<file path="config.mk">
export PLATFORM = sky130hd
export DESIGN_NAME = endec
export DESIGN_NICKNAME = d
export VERILOG_FILES = /design/src/hw/endec_pkg.sv /design/src/hw/endec.sv /design/src/hw/traceback.sv /design/src/hw/survivor_mem.sv /design/src/hw/acs_unit.sv /design/src/hw/dec_control.sv /design/src/hw/sym_fifo.sv /design/src/hw/conv_encoder.sv
export VERILOG_INCLUDE_DIRS = /design/src /design/src/hw
export SDC_FILE = /design/constraint.sdc
export NUM_CORES = 1
export LEC_CHECK = 0
export BUFFER_PORTS_ARGS = -buffer_cell sky130_fd_sc_hd__buf_2
export CORE_AREA = 10 10 324 170
export CTS_CLUSTER_DIAMETER = 80
export DETAILED_ROUTE_END_ITERATION = 12
export DIE_AREA = 0 0 334 180
export RECOVER_POWER = 50
export SLEW_MARGIN = 20
export SYNTH_ARGS = -nofsm -noshare
export SYNTH_HDL_FRONTEND = slang
export SYNTH_SLANG_ARGS = --single-unit
</file>
<file path="constraint.sdc">
create_clock -name i_sys_clk -period 11 [get_ports i_sys_clk]
set_input_delay 2.2 -clock i_sys_clk [delete_from_list [all_inputs] [get_ports i_sys_clk]]
set_output_delay 2.2 -clock i_sys_clk [all_outputs]
set_load 0.01 [all_outputs]
</file>
<file path="src/hw/endec_consts.svh">
`ifndef ENDEC_CONSTS_SVH
`define ENDEC_CONSTS_SVH

// code shape
`define ENDEC_K          3   // constraint length.
`define ENDEC_STATES     4   // 2**(K-1) trellis states.
`define ENDEC_FRAME      16  // bits per frame.

// decoder sizing
`define ENDEC_PM_W       6   // path metric width.
`define ENDEC_FIFO_DEPTH 4   // symbol slots, also initial credits.

`endif
</file>
<file path="src/hw/endec_pkg.sv">
`include "endec_consts.svh"

package endec_pkg;

    typedef enum logic {
        RATE_1_2 = 1'b0,
        RATE_1_3 = 1'b1
    } code_rate_e;

    typedef struct packed {
        logic [`ENDEC_K-1:0] g2;  // unused at rate 1/2.
        logic [`ENDEC_K-1:0] g1;
        logic [`ENDEC_K-1:0] g0;
    } gen_poly_t;

    typedef struct packed {
        logic c2;
        logic c1;
        logic c0;
    } sym_r3_t;

    typedef struct packed {
        logic pad;  // zero on the encoder side.
        logic c1;
        logic c0;
    } sym_r2_t;

    // one code word, read through r2 or r3 by rate.
    typedef union packed {
        sym_r3_t r3;
        sym_r2_t r2;
    } sym_word_u;

    typedef struct packed {
        logic [`ENDEC_STATES-1:0] decisions;
        logic [1:0]               best_state;
    } acs_result_t;

    typedef enum logic [1:0] {
        PH_IDLE,
        PH_ACS,
        PH_TB,
        PH_OUT
    } dec_phase_e;

endpackage

</file>
<file path="src/hw/endec.sv">
`include "endec_consts.svh"
`timescale 1ns/1ns

module endec (
    input  logic                    i_sys_clk,
    input  logic                    i_rst_n,
    input  endec_pkg::code_rate_e   i_code_rate,
    input  endec_pkg::gen_poly_t    i_gen_poly,
    input  logic                    i_enc_valid,
    input  logic                    i_enc_bit,
    output endec_pkg::sym_word_u    o_enc_word,
    output logic                    o_enc_valid,
    output logic                    o_enc_done,
    input  logic                    i_sym_valid,
    input  endec_pkg::sym_word_u    i_sym,
    output logic                    o_sym_credit,
    output logic [`ENDEC_FRAME-1:0] o_dec_data,
    output logic                    o_dec_done
);

    import endec_pkg::*;

    dec_phase_e               phase;
    logic                     pop_valid;
    sym_word_u                pop_sym;
    logic [3:0]               step;
    logic                     frame_start;
    acs_result_t              acs_result;
    logic                     acs_valid;
    logic [`ENDEC_STATES-1:0] rd_decisions;

    conv_encoder u_encoder (
        .i_sys_clk   (i_sys_clk),
        .i_rst_n     (i_rst_n),
        .i_code_rate (i_code_rate),
        .i_gen_poly  (i_gen_poly),
        .i_valid     (i_enc_valid),
        .i_bit       (i_enc_bit),
        .o_word      (o_enc_word),
        .o_valid     (o_enc_valid),
        .o_done      (o_enc_done)
    );

    sym_fifo u_fifo (
        .i_sys_clk   (i_sys_clk),
        .i_rst_n     (i_rst_n),
        .i_phase     (phase),
        .i_push      (i_sym_valid),
        .i_sym       (i_sym),
        .o_pop_valid (pop_valid),
        .o_pop_sym   (pop_sym),
        .o_credit    (o_sym_credit)
    );

    dec_control u_ctrl (
        .i_sys_clk     (i_sys_clk),
        .i_rst_n       (i_rst_n),
        .i_pop_valid   (pop_valid),
        .o_phase       (phase),
        .o_step        (step),
        .o_frame_start (frame_start)
    );

    acs_unit u_acs (
        .i_sys_clk     (i_sys_clk),
        .i_rst_n       (i_rst_n),
        .i_code_rate   (i_code_rate),
        .i_gen_poly    (i_gen_poly),
        .i_frame_start (frame_start),
        .i_valid       (pop_valid),
        .i_sym         (pop_sym),
        .o_result      (acs_result),
        .o_valid       (acs_valid)
    );

    survivor_mem u_surv (
        .i_sys_clk      (i_sys_clk),
        .i_rst_n        (i_rst_n),
        .i_wr           (acs_valid),
        .i_wr_step      (step),
        .i_decisions    (acs_result.decisions),
        .i_rd_step      (step),
        .o_rd_decisions (rd_decisions)
    );

    traceback u_tb (
        .i_sys_clk    (i_sys_clk),
        .i_rst_n      (i_rst_n),
        .i_phase      (phase),
        .i_step       (step),
        .i_best_state (acs_result.best_state),
        .i_decisions  (rd_decisions),
        .o_dec_data   (o_dec_data),
        .o_dec_done   (o_dec_done)
    );

endmodule

</file>
<file path="src/hw/traceback.sv">
`include "endec_consts.svh"
`timescale 1ns/1ns

module traceback (
    input  logic                     i_sys_clk,
    input  logic                     i_rst_n,
    input  endec_pkg::dec_phase_e    i_phase,
    input  logic [3:0]               i_step,
    input  logic [1:0]               i_best_state,
    input  logic [`ENDEC_STATES-1:0] i_decisions,
    output logic [`ENDEC_FRAME-1:0]  o_dec_data,
    output logic                     o_dec_done
);

    import endec_pkg::*;

    logic                    in_tb;
    logic                    in_tb_q;
    logic                    consume;
    logic [3:0]              step_q;   // step of the data now on i_decisions.
    logic [1:0]              state_q;
    logic [`ENDEC_FRAME-1:0] frame_q;

    assign in_tb   = (i_phase == PH_TB);
    assign consume = in_tb && in_tb_q;

    always_ff @(posedge i_sys_clk or negedge i_rst_n) begin
        if (!i_rst_n) begin
            in_tb_q    <= 1'b0;
            step_q     <= '0;
            state_q    <= '0;
            o_dec_data <= '0;
            o_dec_done <= 1'b0;
        end else begin
            in_tb_q    <= in_tb;
            step_q     <= i_step;
            o_dec_done <= (i_phase == PH_OUT);
            if (in_tb && !in_tb_q) begin
                state_q <= i_best_state;  // start from the winning end state.
            end else if (consume) begin
                state_q <= {state_q[0], i_decisions[state_q]};
            end
            if (i_phase == PH_OUT) begin
                o_dec_data <= frame_q;
            end
        end
    end

    // newest input bit sits in the state msb.
    always_ff @(posedge i_sys_clk) begin
        if (consume) begin
            frame_q[step_q] <= state_q[1];
        end
    end

endmodule

</file>
<file path="src/hw/survivor_mem.sv">
`include "endec_consts.svh"
`timescale 1ns/1ns

module survivor_mem (
    input  logic                     i_sys_clk,
    input  logic                     i_rst_n,
    input  logic                     i_wr,
    input  logic [3:0]               i_wr_step,
    input  logic [`ENDEC_STATES-1:0] i_decisions,
    input  logic [3:0]               i_rd_step,
    output logic [`ENDEC_STATES-1:0] o_rd_decisions
);

    // one decision vector per trellis step.
    logic [`ENDEC_STATES-1:0] mem_q [`ENDEC_FRAME];

    always_ff @(posedge i_sys_clk) begin
        if (i_wr) begin
            mem_q[i_wr_step] <= i_decisions;
        end
    end

    always_ff @(posedge i_sys_clk or negedge i_rst_n) begin
        if (!i_rst_n) begin
            o_rd_decisions <= '0;
        end else begin
            o_rd_decisions <= mem_q[i_rd_step];  // data one cycle after address.
        end
    end

endmodule

</file>
<file path="src/hw/acs_unit.sv">
`include "endec_consts.svh"
`timescale 1ns/1ns

module acs_unit (
    input  logic                   i_sys_clk,
    input  logic                   i_rst_n,
    input  endec_pkg::code_rate_e  i_code_rate,
    input  endec_pkg::gen_poly_t   i_gen_poly,
    input  logic                   i_frame_start,
    input  logic                   i_valid,
    input  endec_pkg::sym_word_u   i_sym,
    output endec_pkg::acs_result_t o_result,
    output logic                   o_valid
);

    import endec_pkg::*;

    localparam int NS   = `ENDEC_STATES;
    localparam int PM_W = `ENDEC_PM_W;
    localparam logic [PM_W-1:0] PM_INIT = PM_W'(8);

    logic [PM_W-1:0] pm_q    [NS];
    logic [PM_W-1:0] pm_base [NS];
    logic [PM_W-1:0] pm_new  [NS];
    logic [PM_W-1:0] pm_min;
    logic [NS-1:0]   dec;
    logic [1:0]      best_d;
    logic [1:0]      best_q;

    // hamming distance between expected and received code bits.
    function automatic logic [1:0] branch_dist(
        input logic [`ENDEC_K-1:0] win,
        input gen_poly_t           g,
        input code_rate_e          rate,
        input sym_word_u           sym
    );
        logic [2:0] diff;
        if (rate == RATE_1_3) begin
            diff = {^(win & g.g2) ^ sym.r3.c2,
                    ^(win & g.g1) ^ sym.r3.c1,
                    ^(win & g.g0) ^ sym.r3.c0};
        end else begin
            diff = {1'b0,
                    ^(win & g.g1) ^ sym.r2.c1,
                    ^(win & g.g0) ^ sym.r2.c0};
        end
        return 2'(diff[0]) + 2'(diff[1]) + 2'(diff[2]);
    endfunction

    always_comb begin
        for (int p = 0; p < NS; p++) begin
            if (i_frame_start) begin
                pm_base[p] = (p == 0) ? '0 : PM_INIT;
            end else begin
                pm_base[p] = pm_q[p];
            end
        end
    end

    // predecessors of s are {s[0], x}; branch window is {s, x}.
    for (genvar s = 0; s < NS; s++) begin : g_acs
        localparam logic [1:0] ST = 2'(s);
        logic [PM_W-1:0] cand0;
        logic [PM_W-1:0] cand1;
        assign cand0 = pm_base[{ST[0], 1'b0}]
                     + PM_W'(branch_dist({ST, 1'b0}, i_gen_poly, i_code_rate, i_sym));
        assign cand1 = pm_base[{ST[0], 1'b1}]
                     + PM_W'(branch_dist({ST, 1'b1}, i_gen_poly, i_code_rate, i_sym));
        assign dec[s]    = (cand1 < cand0);  // tie keeps lower predecessor.
        assign pm_new[s] = dec[s] ? cand1 : cand0;
    end

    always_comb begin
        pm_min = pm_new[0];
        best_d = '0;
        for (int s = 1; s < NS; s++) begin
            if (pm_new[s] < pm_min) begin
                pm_min = pm_new[s];
                best_d = 2'(s);
            end
        end
    end

    always_ff @(posedge i_sys_clk or negedge i_rst_n) begin
        if (!i_rst_n) begin
            best_q <= '0;
            for (int s = 0; s < NS; s++) begin
                pm_q[s] <= '0;
            end
        end else if (i_valid) begin
            best_q <= best_d;
            for (int s = 0; s < NS; s++) begin
                pm_q[s] <= pm_new[s] - pm_min;  // renormalize.
            end
        end
    end

    assign o_result.decisions  = dec;
    assign o_result.best_state = best_q;
    assign o_valid             = i_valid;

endmodule

</file>
<file path="src/hw/dec_control.sv">
`include "endec_consts.svh"
`timescale 1ns/1ns

module dec_control (
    input  logic                  i_sys_clk,
    input  logic                  i_rst_n,
    input  logic                  i_pop_valid,
    output endec_pkg::dec_phase_e o_phase,
    output logic [3:0]            o_step,
    output logic                  o_frame_start
);

    import endec_pkg::*;

    localparam int STEP_W = $clog2(`ENDEC_FRAME);
    localparam logic [STEP_W-1:0] LAST_STEP = STEP_W'(`ENDEC_FRAME - 1);

    dec_phase_e        phase_q;
    logic [STEP_W-1:0] step_q;
    logic              drain_q;  // last read still in flight.

    assign o_phase       = phase_q;
    assign o_step        = step_q;
    assign o_frame_start = (phase_q == PH_ACS) && (step_q == '0);

    always_ff @(posedge i_sys_clk or negedge i_rst_n) begin
        if (!i_rst_n) begin
            phase_q <= PH_IDLE;
            step_q  <= '0;
            drain_q <= 1'b0;
        end else begin
            case (phase_q)
                PH_IDLE: begin
                    phase_q <= PH_ACS;
                    step_q  <= '0;
                end
                PH_ACS: begin
                    if (i_pop_valid) begin
                        if (step_q == LAST_STEP) begin
                            phase_q <= PH_TB;  // step stays on the last write.
                        end else begin
                            step_q <= step_q + 1'b1;
                        end
                    end
                end
                PH_TB: begin
                    if (drain_q) begin
                        drain_q <= 1'b0;
                        phase_q <= PH_OUT;
                    end else if (step_q == '0) begin
                        drain_q <= 1'b1;
                    end else begin
                        step_q <= step_q - 1'b1;
                    end
                end
                default: begin
                    phase_q <= PH_IDLE;
                end
            endcase
        end
    end

endmodule

</file>
<file path="src/hw/sym_fifo.sv">
`include "endec_consts.svh"
`timescale 1ns/1ns

module sym_fifo (
    input  logic                  i_sys_clk,
    input  logic                  i_rst_n,
    input  endec_pkg::dec_phase_e i_phase,
    input  logic                  i_push,
    input  endec_pkg::sym_word_u  i_sym,
    output logic                  o_pop_valid,
    output endec_pkg::sym_word_u  o_pop_sym,
    output logic                  o_credit
);

    import endec_pkg::*;

    localparam int DEPTH = `ENDEC_FIFO_DEPTH;
    localparam int PTR_W = $clog2(DEPTH);

    sym_word_u        buf_q [DEPTH];
    logic [PTR_W-1:0] wr_ptr_q;
    logic [PTR_W-1:0] rd_ptr_q;
    logic [PTR_W:0]   count_q;
    logic             pop;

    // drains only while the decoder runs acs.
    assign pop         = (i_phase == PH_ACS) && (count_q != '0);
    assign o_pop_valid = pop;
    assign o_pop_sym   = buf_q[rd_ptr_q];

    always_ff @(posedge i_sys_clk) begin
        if (i_push) begin
            buf_q[wr_ptr_q] <= i_sym;
        end
    end

    always_ff @(posedge i_sys_clk or negedge i_rst_n) begin
        if (!i_rst_n) begin
            wr_ptr_q <= '0;
            rd_ptr_q <= '0;
            count_q  <= '0;
            o_credit <= 1'b0;
        end else begin
            o_credit <= pop;  // one credit per released slot.
            if (i_push) begin
                wr_ptr_q <= wr_ptr_q + 1'b1;
            end
            if (pop) begin
                rd_ptr_q <= rd_ptr_q + 1'b1;
            end
            case ({i_push, pop})
                2'b10:   count_q <= count_q + 1'b1;
                2'b01:   count_q <= count_q - 1'b1;
                default: count_q <= count_q;
            endcase
        end
    end

endmodule

</file>
<file path="src/hw/conv_encoder.sv">
`include "endec_consts.svh"
`timescale 1ns/1ns

module conv_encoder (
    input  logic                  i_sys_clk,
    input  logic                  i_rst_n,
    input  endec_pkg::code_rate_e i_code_rate,
    input  endec_pkg::gen_poly_t  i_gen_poly,
    input  logic                  i_valid,
    input  logic                  i_bit,
    output endec_pkg::sym_word_u  o_word,
    output logic                  o_valid,
    output logic                  o_done
);

    import endec_pkg::*;

    localparam int CNT_W = $clog2(`ENDEC_FRAME);
    localparam logic [CNT_W-1:0] LAST_BIT = CNT_W'(`ENDEC_FRAME - 1);

    logic [`ENDEC_K-2:0] mem_q;  // {newest, older}.
    logic [CNT_W-1:0]    cnt_q;
    logic [`ENDEC_K-1:0] window;
    logic                last_bit;
    sym_word_u           word_d;

    assign window   = {i_bit, mem_q};
    assign last_bit = (cnt_q == LAST_BIT);

    always_comb begin
        word_d = '0;
        if (i_code_rate == RATE_1_3) begin
            word_d.r3.c2 = ^(window & i_gen_poly.g2);
            word_d.r3.c1 = ^(window & i_gen_poly.g1);
            word_d.r3.c0 = ^(window & i_gen_poly.g0);
        end else begin
            word_d.r2.pad = 1'b0;
            word_d.r2.c1  = ^(window & i_gen_poly.g1);
            word_d.r2.c0  = ^(window & i_gen_poly.g0);
        end
    end

    always_ff @(posedge i_sys_clk or negedge i_rst_n) begin
        if (!i_rst_n) begin
            mem_q   <= '0;
            cnt_q   <= '0;
            o_valid <= 1'b0;
            o_done  <= 1'b0;
        end else begin
            o_valid <= i_valid;
            o_done  <= i_valid && last_bit;
            if (i_valid) begin
                if (last_bit) begin
                    mem_q <= '0;  // flush between frames.
                    cnt_q <= '0;
                end else begin
                    mem_q <= window[`ENDEC_K-1:1];
                    cnt_q <= cnt_q + 1'b1;
                end
            end
        end
    end

    always_ff @(posedge i_sys_clk) begin
        if (i_valid) begin
            o_word <= word_d;
        end
    end

endmodule

</file>
==> out/results.ini, run 1 <==
[run_status]
run_status = finished with violations
violations_in_the_final_reports = max-capacitance violations, max-slew violations

[yosys]
yosys_warnings = 0
yosysMostFrequentCell = sky130_fd_sc_hd__nand2_1
synth_enable_flop_cells = 95
seq_area_frac_synth_pct = 42.64
post-synth-top-area-cell = sky130_fd_sc_hd__edfxtp_1
syn-cell-area_um2 = 11210
netlist-cell-type-count = 83
synth.avg_cell_area_um2 = 10.64
yosysTopAreaCellShare_pct = 25.45
post_synth_main_area_contributors = sky130_fd_sc_hd__edfxtp_1 (25%), sky130_fd_sc_hd__dfrtp_1 (17%), sky130_fd_sc_hd__ha_1 (7.1%), sky130_fd_sc_hd__mux4_2 (4.8%), sky130_fd_sc_hd__xnor2_1 (4.0%)
ys_seq_elements = 172
ys_top_cells_by_count = sky130_fd_sc_hd__nand2_1 (107), sky130_fd_sc_hd__edfxtp_1 (95), sky130_fd_sc_hd__dfrtp_1 (77)
synth_cells = 1054
postSynth.topFlopCell = sky130_fd_sc_hd__edfxtp_1
mappedNetlistNets = 1154
asyncSetResetFlopFracSynth_pct = 44.77

[cts]
tritoncts_num_sinks = 172
clockBufferDepth = 2
tritoncts = built
ctsHoldBuffers = 0
cts.clk_slew.worst_paths_ps = 70
cts_made_buffers = 17
cts_htree_levels = 4
clk-insertion-delay-late_ps = 450
clock_tree.root_cell = sky130_fd_sc_hd__clkbuf_16

[drt]
detail_route.vias_per_cell = 4.667
drc_errors = 0
initialDrtViolationCount = 816
vias = 8662
ant_nets = 0
drt_first_pass_iters = 5
routed_wire_per_std_cell_um = 16.93
drt-total-wl_um = 31430

[sta]
layout_worst_path_cycle_share_pct = 98.06
report.final.setup_viol = 0
grt_setup_unrepaired = true
finalWorstPathRequiredPeriod_ps = 10790
smallest_setup_slack_after_layout_ps = 213.5
timing_worst_slew_pin_value_ps = 4542
report.final.hold_viol_count = 0
final_max_slew_viol_count = 136
maxSlewHeadroom_pct = -202.8
skew_ps = 8.347
fmax_mhz = 92.71

[global_route]
globalRouteOverflowTotal = 0
grt_antenna_before_repair = 1
number_of_global_route_vias_before_repair = 8329
groute.usage.overall_pct = 10.40
first_pass_grt_wire_length_um = 49090
grt_max_degree = 78

[setup_path]
reg2reg_slack_ps = 360
slowest_stage = sky130_fd_sc_hd__fa_1
cp_data_required_time_ps = 11310
worstSetupPathType = in2reg
crit-reg2reg-launch = u_ctrl.o_phase[1]
ff2ff_path_depth = 50
critical_path.startpoint_type = input port
timing.critical_path.slowest_cell_delay_ps = 480
maximum_net_fanout_on_the_critical_path = 4
r2r_endpoint = u_acs.pm_q[16]
setup.worst_path.start = i_gen_poly[0]
critical_path.most_common_cell = sky130_fd_sc_hd__ha_4
termination_of_the_worst_setup_path = u_acs.pm_q[16]
end_kind = flop
arrival_ps = 11100

[floorplan]
die-area_um2 = 60120
row_count = 58
die_w_um = 334
initial_utilization_pct = 22.65
coreArea_um2 = 49490
die_h_um = 180
io_pins = 41

[placement]
gp_congestion = 0.9234
port-buffer-count = 40
detailedPlace.worstSlack_ps = -361.0
hpwlAfterDp_um = 24360

[final_layout]
final_nets = 1280
area_growth_syn_to_layout_pct = 23.38
final_util_pct = 27.95
filler_cell_count = 5129
final_layout_size_suffix_gt1_share_pct = 25.98

[hold_path]
holdCritPathClass = reg2reg

[flow_run]
maxCapViolations = 3

## state kept, by name (all words and copies together) (netlist names), 3 cells and up
name and flops:
u_acs.pm_q 24, u_tb.step_q 4, u_tb.o_dec_data 16, u_surv.o_rd_decisions 4
u_ctrl.o_step 4, u_tb.frame_q 16, u_surv.mem_q 64, u_encoder.o_word 3
u_fifo.buf_q 12, u_encoder.cnt_q 4, u_fifo.count_q 3
## routing by layer
layer  GRT usage, %  vias up  share of wire, %
met3          4.068       22                10
met5              0        -                 0
met1          16.55     4287                53
met2          12.29      302                36
li1               -     4051                 -
met4          2.278        0              0.88
## area by class of cell
class	instances	area, um2	share of cell area [%]
clock inverter	14	112.6	0.8142
tap	660	825.8	5.971
timing repair buffer	149	1026	7.418
sequential	172	4780	34.56
multi-input combinational	764	6357	45.97
clock buffer	18	429.2	3.103
inverter	76	292.8	2.117
antenna	3	7.507	0.05428
## timing repair
| item | 4_1_cts | 5_1_grt |
|---|---|---|
| resized for setup | 0 | 60 |
| buffers inserted | 0 | 9 |
| endpoints found under the hold margin | 0 | 0 |
| endpoints found under the setup margin | 0 | 16 |
## logic make-up (layout without fill, tap and decap cells)
kind of cell	Yosys count	in the layout	synth area share (%)
AO/OA/AOI/OAI	210	210	12.40
XOR/XNOR	84	84	6.563
adder cells (fa/ha/maj)	90	90	11.13
buffers and inverters	118	257	4.286
flip-flops	172	172	42.64
multiplexers	74	74	9.934
other	0	3	0
AND/OR/NAND/NOR	306	306	13.05
## how the worst min path moves through the flow
| stage | startpoint | to | slack, ps | cells after the start |
|---|---|---|---|---|
| final | u_fifo.count_q[2] | u_fifo.count_q[2] | 480 | 1 |
| after global routing | u_tb.frame_q[5] | u_tb.o_dec_data[5] | 490 | 1 |
| after CTS | u_fifo.count_q[2] | u_fifo.count_q[2] | 470 | 1 |
| after detailed placement | u_fifo.count_q[2] | u_fifo.count_q[2] | 460 | 1 |
| after global placement | u_fifo.count_q[2] | u_fifo.count_q[2] | 460 | 1 |
| after floorplan | u_ctrl.o_step[1] | u_tb.step_q[1] | 370 | 0 |
## cell usage in the layout, fill, tap and decap left out, drive strengths merged, types with 19 or more instances in the layout
cell,count
mux4,24
xnor2,51
inv,82
nand2,107
nand3,25
buf,139
ha,64
o21ai,56
mux2i,21
dfrtp,77
xor2,33
a21oi,47
edfxtp,95
clkbuf,28
nor2,72
nor3,19
mux2,29
## critical path, delay by kind of cell
family | cells | cell delay [ps]
compound gates | 18 | 3140
xor+xnor | 3 | 710
fa+ha+maj | 11 | 2970
buf+inv | 7 | 560
mux | 2 | 460
simple gates | 8 | 1020
## through the flow
step / area [um2] / hold WS (ps) / TNS [ps] / cells
2_1_floorplan: 11370 / 374.9 / -426.4 / 1054
3_3_place_gp: 12960 / 459.0 / -2205 / 1812
3_5_place_dp: 12960 / 461.1 / -2748 / 1812
4_1_cts: 13500 / 471.2 / 0 / 1844
5_1_grt: 13830 / 494.5 / -667.3 / 1856
6_report: 13830 / 476.2 / 0 / 1856
Power of run 1 is left out: the tool's default activity adds up to more than one toggle a clock period on the data nets, which glitch-free logic cannot reach.
==> run 2: changes to the inputs <==
--- a/config.mk
+++ b/config.mk
@@ -11,7 +11,7 @@
 export CTS_CLUSTER_DIAMETER = 80
 export DETAILED_ROUTE_END_ITERATION = 12
 export DIE_AREA = 0 0 334 180
-export RECOVER_POWER = 50
+export SETUP_SLACK_MARGIN = 0.4
 export SLEW_MARGIN = 20
 export SYNTH_ARGS = -nofsm -noshare
 export SYNTH_HDL_FRONTEND = slang
==> out/results.ini, run 2 (synthesis gave the netlist of run 1 again) <==
[run_status]
run_status = complete, no violations

[final_layout]
final_layout_size_suffix_gt1_share_pct = 29.85  ; +3.9 points
largest_reg_flops = 64  ; unchanged
final_nets = 1303  ; +1.8%
layout_top_registers = u_surv.mem_q x64, u_acs.pm_q x24
layout.cells.most_common = sky130_fd_sc_hd__buf_4
most-common-layout-cells = sky130_fd_sc_hd__buf_4 (126), sky130_fd_sc_hd__nand2_1 (105), sky130_fd_sc_hd__edfxtp_1 (95)
area_growth_syn_to_layout_pct = 26.73
largest_register = u_surv.mem_q
layout.cells.non_filler = 1877  ; +1.1%

[sta]
fmax_mhz = 92.49  ; -0.23%
final_max_slew_viol_count = 0  ; -100%
maxSlewHeadroom_pct = 41.60  ; +240 points
smallest_setup_slack_after_layout_ps = 188.3  ; -25.27 ps
report.final.hold_viol_count = 0  ; unchanged
skew_ps = 13.13  ; +4.787 ps
timing_worst_slew_pin_value_ps = 851.7  ; -3690 ps
grt_setup_unrepaired = true
report.final.setup_viol = 0  ; unchanged
finalWorstPathRequiredPeriod_ps = 10810  ; +25.27 ps
layout_worst_path_cycle_share_pct = 98.29  ; +0.23 points

[setup_path]
critical_path.startpoint_type = input port
arrival_ps = 11140  ; +40 ps
end_kind = flop
timing.critical_path.slowest_cell_delay_ps = 560  ; +80 ps
slowest_stage = sky130_fd_sc_hd__or4_4
path_delay_family = adder cells
worstSetupPathType = in2reg
timing.critical_path.buf_inv = 7  ; unchanged
cp_data_required_time_ps = 11320  ; about the same
maximum_net_fanout_on_the_critical_path = 5  ; +1
critical_path.most_common_cell = sky130_fd_sc_hd__ha_4

[hold_path]
holdCritPathClass = reg2reg

[floorplan]
row_count = 58  ; unchanged
die-area_um2 = 60120  ; unchanged
coreArea_um2 = 49490  ; unchanged
die_h_um = 180  ; unchanged
die_w_um = 334  ; unchanged
initial_utilization_pct = 22.65  ; unchanged
io_pins = 41  ; unchanged

[drt]
vias = 8680  ; +0.21%
initialDrtViolationCount = 1111  ; +36%
ant_nets = 0  ; unchanged
detail_route.vias_per_cell = 4.624  ; -0.91%
routed_wire_per_std_cell_um = 17.22  ; +1.7%
drt-total-wl_um = 32310  ; +2.8%
drt_first_pass_iters = 6  ; +1
drc_errors = 0  ; unchanged

[cts]
cts.clk_slew.worst_paths_ps = 70  ; about the same
clockBufferDepth = 2  ; unchanged
cts_made_buffers = 17  ; unchanged
clock_tree.root_cell = sky130_fd_sc_hd__clkbuf_16
ctsHoldBuffers = 0  ; unchanged
cts_htree_levels = 4  ; unchanged
tritoncts = built
tritoncts_num_sinks = 172  ; unchanged
clk-insertion-delay-late_ps = 460  ; about the same

[placement]
port-buffer-count = 40  ; unchanged
place.detailed.instances = 1825  ; +0.72%
hpwlAfterDp_um = 24680  ; +1.3%
detailedPlace.worstSlack_ps = -295.9  ; +65.06 ps
gp_congestion = 0.9232  ; about the same

[global_route]
grt_antenna_before_repair = 0  ; -1
grt_max_degree = 78  ; unchanged
first_pass_grt_wire_length_um = 49380  ; +0.59%
number_of_global_route_vias_before_repair = 8363  ; +0.41%
groute.usage.overall_pct = 10.57  ; +0.17 points
globalRouteOverflowTotal = 0  ; unchanged

[flow_run]
maxCapViolations = 0  ; -3

## run 2: cell types whose count changed in the layout (fill, tap and decap cells not counted), sizes merged
| cell | previous run | this run |
|---|---|---|
| diode | 3 | 1 |
| clkbuf | 28 | 22 |
| buf | 139 | 172 |
| inv | 82 | 84 |
| clkinv | 7 | 2 |
| clkinvlp | 1 | 0 |
## run 2: final cells by class
type	count	area [um2]
tap	660	825.8
inverter	76	290.3
clock inverter	10	95.09
clock buffer	22	454.2
multi-input combinational	764	6533
fill	5111	35290
timing repair buffer	172	1226
sequential	172	4780
antenna	1	2.502
## run 2: repair_timing
item / 4_1_cts / 5_1_grt
pin swaps: 34 / 54
gates resized for setup: 37 / 48
setup buffers: 10 / 9
setup endpoints to repair: 11 / 16
## run 2: worst paths after layout
path	from	end	slack [ps]	depth (start not counted)
setup / recovery	i_gen_poly[6]	u_acs.pm_q[16]	190	49
max in group asynchronous	i_rst_n	u_acs.pm_q[19]	8640	1
setup reg to reg	u_ctrl.o_phase[1]	u_acs.pm_q[16]	700	48
hold / removal	u_tb.frame_q[12]	u_tb.o_dec_data[12]	460	1
min in group asynchronous	i_rst_n	u_acs.pm_q[2]	1800	1
hold reg to reg	u_tb.frame_q[12]	u_tb.o_dec_data[12]	460	1
## run 2: metrics by stage
step	TNS [ps]	instance area, um2	hold WS (ps)	utilization [%]
2_1_floorplan	-433.5	11390	374.9	-
3_3_place_gp	-654.6	13070	463.3	26.40
3_5_place_dp	-1756	13070	463.2	26.40
4_1_cts	0	13850	469.0	27.99
5_1_grt	-569.7	14200	488.8	28.70
6_report	0	14210	461.5	28.70
## run 2: per-layer routing
layer	vias up	track usage [%]	routed length [um]
li1	4094	-	-
met1	4269	15.98	16660
met2	292	12.94	11810
met3	25	5.152	3589
met4	0	1.940	254
met5	-	0	0
Power of run 2 is left out for the same reason.
==> run 3: changes to the inputs <==
==> constraint.sdc (replaced) <==
create_clock -name i_sys_clk -period 11 [get_ports i_sys_clk]
set_input_delay 1.1 -clock i_sys_clk [delete_from_list [all_inputs] [get_ports i_sys_clk]]
set_output_delay 1.1 -clock i_sys_clk [all_outputs]
set_load 0.01 [all_outputs]
==> out/results.ini, run 3 (synthesis gave the netlist of run 1 again) <==
[run_status]
run_status = complete, no violations

[drt]
initialDrtViolationCount = 875  ; -21%
ant_nets = 0  ; unchanged
routed_wire_per_std_cell_um = 18.21  ; +5.8%
drc_errors = 0  ; unchanged
drt-total-wl_um = 32990  ; +2.1%
vias = 8673  ; -0.081%
detail_route.vias_per_cell = 4.786  ; +3.5%
drt_first_pass_iters = 7  ; +1

[setup_path]
r2r_endpoint = u_acs.pm_q[11]
slowest_stage = sky130_fd_sc_hd__mux4_2
worstSetupPathType = reg2reg
crit-reg2reg-launch = u_fifo.rd_ptr_q[0]
end_kind = flop
ff2ff_path_depth = 39  ; -19%
maximum_net_fanout_on_the_critical_path = 13  ; +8
critical_path.startpoint_type = flop
timing.critical_path.slowest_cell_delay_ps = 590  ; +30 ps
cp_data_required_time_ps = 11390  ; +70 ps
reg2reg_slack_ps = 600  ; -100 ps
arrival_ps = 10790  ; -350 ps

[global_route]
global_route.peak_usage_layer = met1
number_of_global_route_vias_before_repair = 8207  ; -1.9%
grt_max_degree = 78  ; unchanged
gr-usage-met2_pct = 12.97  ; +0.033 points
first_pass_grt_wire_length_um = 50340  ; +1.9%
grt_antenna_before_repair = 0  ; unchanged
grt.met1_usage_pct = 17.05  ; +1.1 points
globalRouteOverflowTotal = 0  ; unchanged
gr-usage-met3_pct = 4.058  ; -1.1 points
groute.usage.overall_pct = 10.76  ; +0.19 points

[cts]
tritoncts = built
ctsHoldBuffers = 0  ; unchanged
cts_made_buffers = 17  ; unchanged
clock_tree.root_cell = sky130_fd_sc_hd__clkbuf_16
cts.clk_slew.worst_paths_ps = 70  ; about the same
tritoncts_num_sinks = 172  ; unchanged
clockBufferDepth = 2  ; unchanged
cts_htree_levels = 4  ; unchanged
clk-insertion-delay-late_ps = 460  ; about the same

[flow_run]
maxCapViolations = 0  ; unchanged

[placement]
hpwlAfterDp_um = 25140  ; +1.8%
port-buffer-count = 40  ; unchanged
place.detailed.instances = 1759  ; -3.6%
gp_congestion = 0.9827  ; +6.4%
detailedPlace.worstSlack_ps = -97.74  ; +198.2 ps
placed_area_um2 = 12450  ; -4.7%

[sta]
final_max_slew_viol_count = 0  ; unchanged
smallest_setup_slack_after_layout_ps = 597.0  ; +408.7 ps
skew_ps = 11.74  ; -1.393 ps
timing_worst_slew_pin_value_ps = 981.1  ; +129.4 ps
report.final.hold_viol_count = 0  ; unchanged
fmax_mhz = 96.13  ; +3.9%
report.final.setup_viol = 0  ; unchanged
layout_worst_path_cycle_share_pct = 94.57  ; -3.7 points
finalWorstPathRequiredPeriod_ps = 10400  ; -408.7 ps
maxSlewHeadroom_pct = 34.09  ; -7.5 points
timing.hold.ws_ps = 474.9  ; +13.42 ps
grt_setup_unrepaired = false

[floorplan]
die_w_um = 334  ; unchanged
row_count = 58  ; unchanged
initial_utilization_pct = 22.65  ; unchanged
io_pins = 41  ; unchanged
die_h_um = 180  ; unchanged
die-area_um2 = 60120  ; unchanged
coreArea_um2 = 49490  ; unchanged

[final_layout]
area_growth_syn_to_layout_pct = 20.94
final_nets = 1239  ; -4.9%
most-common-layout-cells = sky130_fd_sc_hd__nand2_1 (106), sky130_fd_sc_hd__edfxtp_1 (95), sky130_fd_sc_hd__dfrtp_1 (75)
layout.cells.non_filler = 1812  ; -3.5%
final_layout_size_suffix_gt1_share_pct = 24.65  ; -5.2 points
layout.area.seq_um2 = 4782  ; about the same
multi_input_area_um2 = 6351  ; -2.8%
largest_reg_flops = 64  ; unchanged
largest_register = u_surv.mem_q
antenna-diode-count = 0  ; -1
layout.cells.most_common = sky130_fd_sc_hd__nand2_1
layout_top_registers = u_surv.mem_q x64, u_acs.pm_q x24
fin_area_um2 = 13560  ; -4.6%
filler_cell_count = 5131  ; +0.39%

[hold_path]
cell_depth_of_the_worst_min_delay_path = 1  ; unchanged
min-delay-start = u_fifo.count_q[2]
holdCritPathClass = reg2reg
hold_end = u_fifo.count_q[2]

run 3: changes by cell type in the layout (fill, tap and decap cells not counted), sizes merged:
cell,delta
diode,-1
clkbuf,-4
buf,-64
bufinv,+1
inv,+3
run 3: worst max path at each step:
stage          slack, ps             end               start
2_1_floorplan        430   u_acs.pm_q[4]   u_ctrl.o_phase[1]
3_3_place_gp          30  u_acs.pm_q[10]       i_gen_poly[6]
3_5_place_dp        -100  u_acs.pm_q[16]       i_gen_poly[6]
4_1_cts              400  u_acs.pm_q[16]   u_ctrl.o_phase[1]
5_1_grt              310   u_acs.pm_q[4]  u_fifo.rd_ptr_q[0]
6_report             600  u_acs.pm_q[11]  u_fifo.rd_ptr_q[0]
run 3: metrics by stage:
stage	TNS, ps	utilization, %
after floorplan	0	-
after global placement	0	25.16
after detailed placement	-151.5	25.16
after CTS	0	26.58
after global routing	0	27.39
final	0	27.39
run 3: per-layer routing:
metal / up-vias / routed length [um]
met3: 33 / 3565
met1: 4273 / 16990
li1: 3982 / -
met4: 0 / 370
met2: 385 / 12060
met5: - / 0
run 3: layout make-up:
class | count | share of cell area, %
clock buffer | 18 | 3.166
clock inverter | 14 | 1.117
inverter | 76 | 2.123
multi-input combinational | 764 | 46.85
sequential | 172 | 35.27
tap | 660 | 6.091
timing repair buffer | 108 | 5.381
run 3: repair_timing:
item,4_1_cts,5_1_grt
setup endpoints to repair,13,16
pin swaps,5,27
setup buffers,6,15
gates resized for setup,16,62
run 3: critical path: cells and delay by family (launching register included):
family | cells | cell delay (ps)
flip-flops | 1 | 410
AO/OA/AOI/OAI | 10 | 2530
AND/OR/NAND/NOR | 12 | 2510
multiplexers | 4 | 1470
adder cells (fa/ha/maj) | 7 | 2540
buffers and inverters | 4 | 560
XOR/XNOR | 2 | 290
Power of run 3 is left out for the same reason.
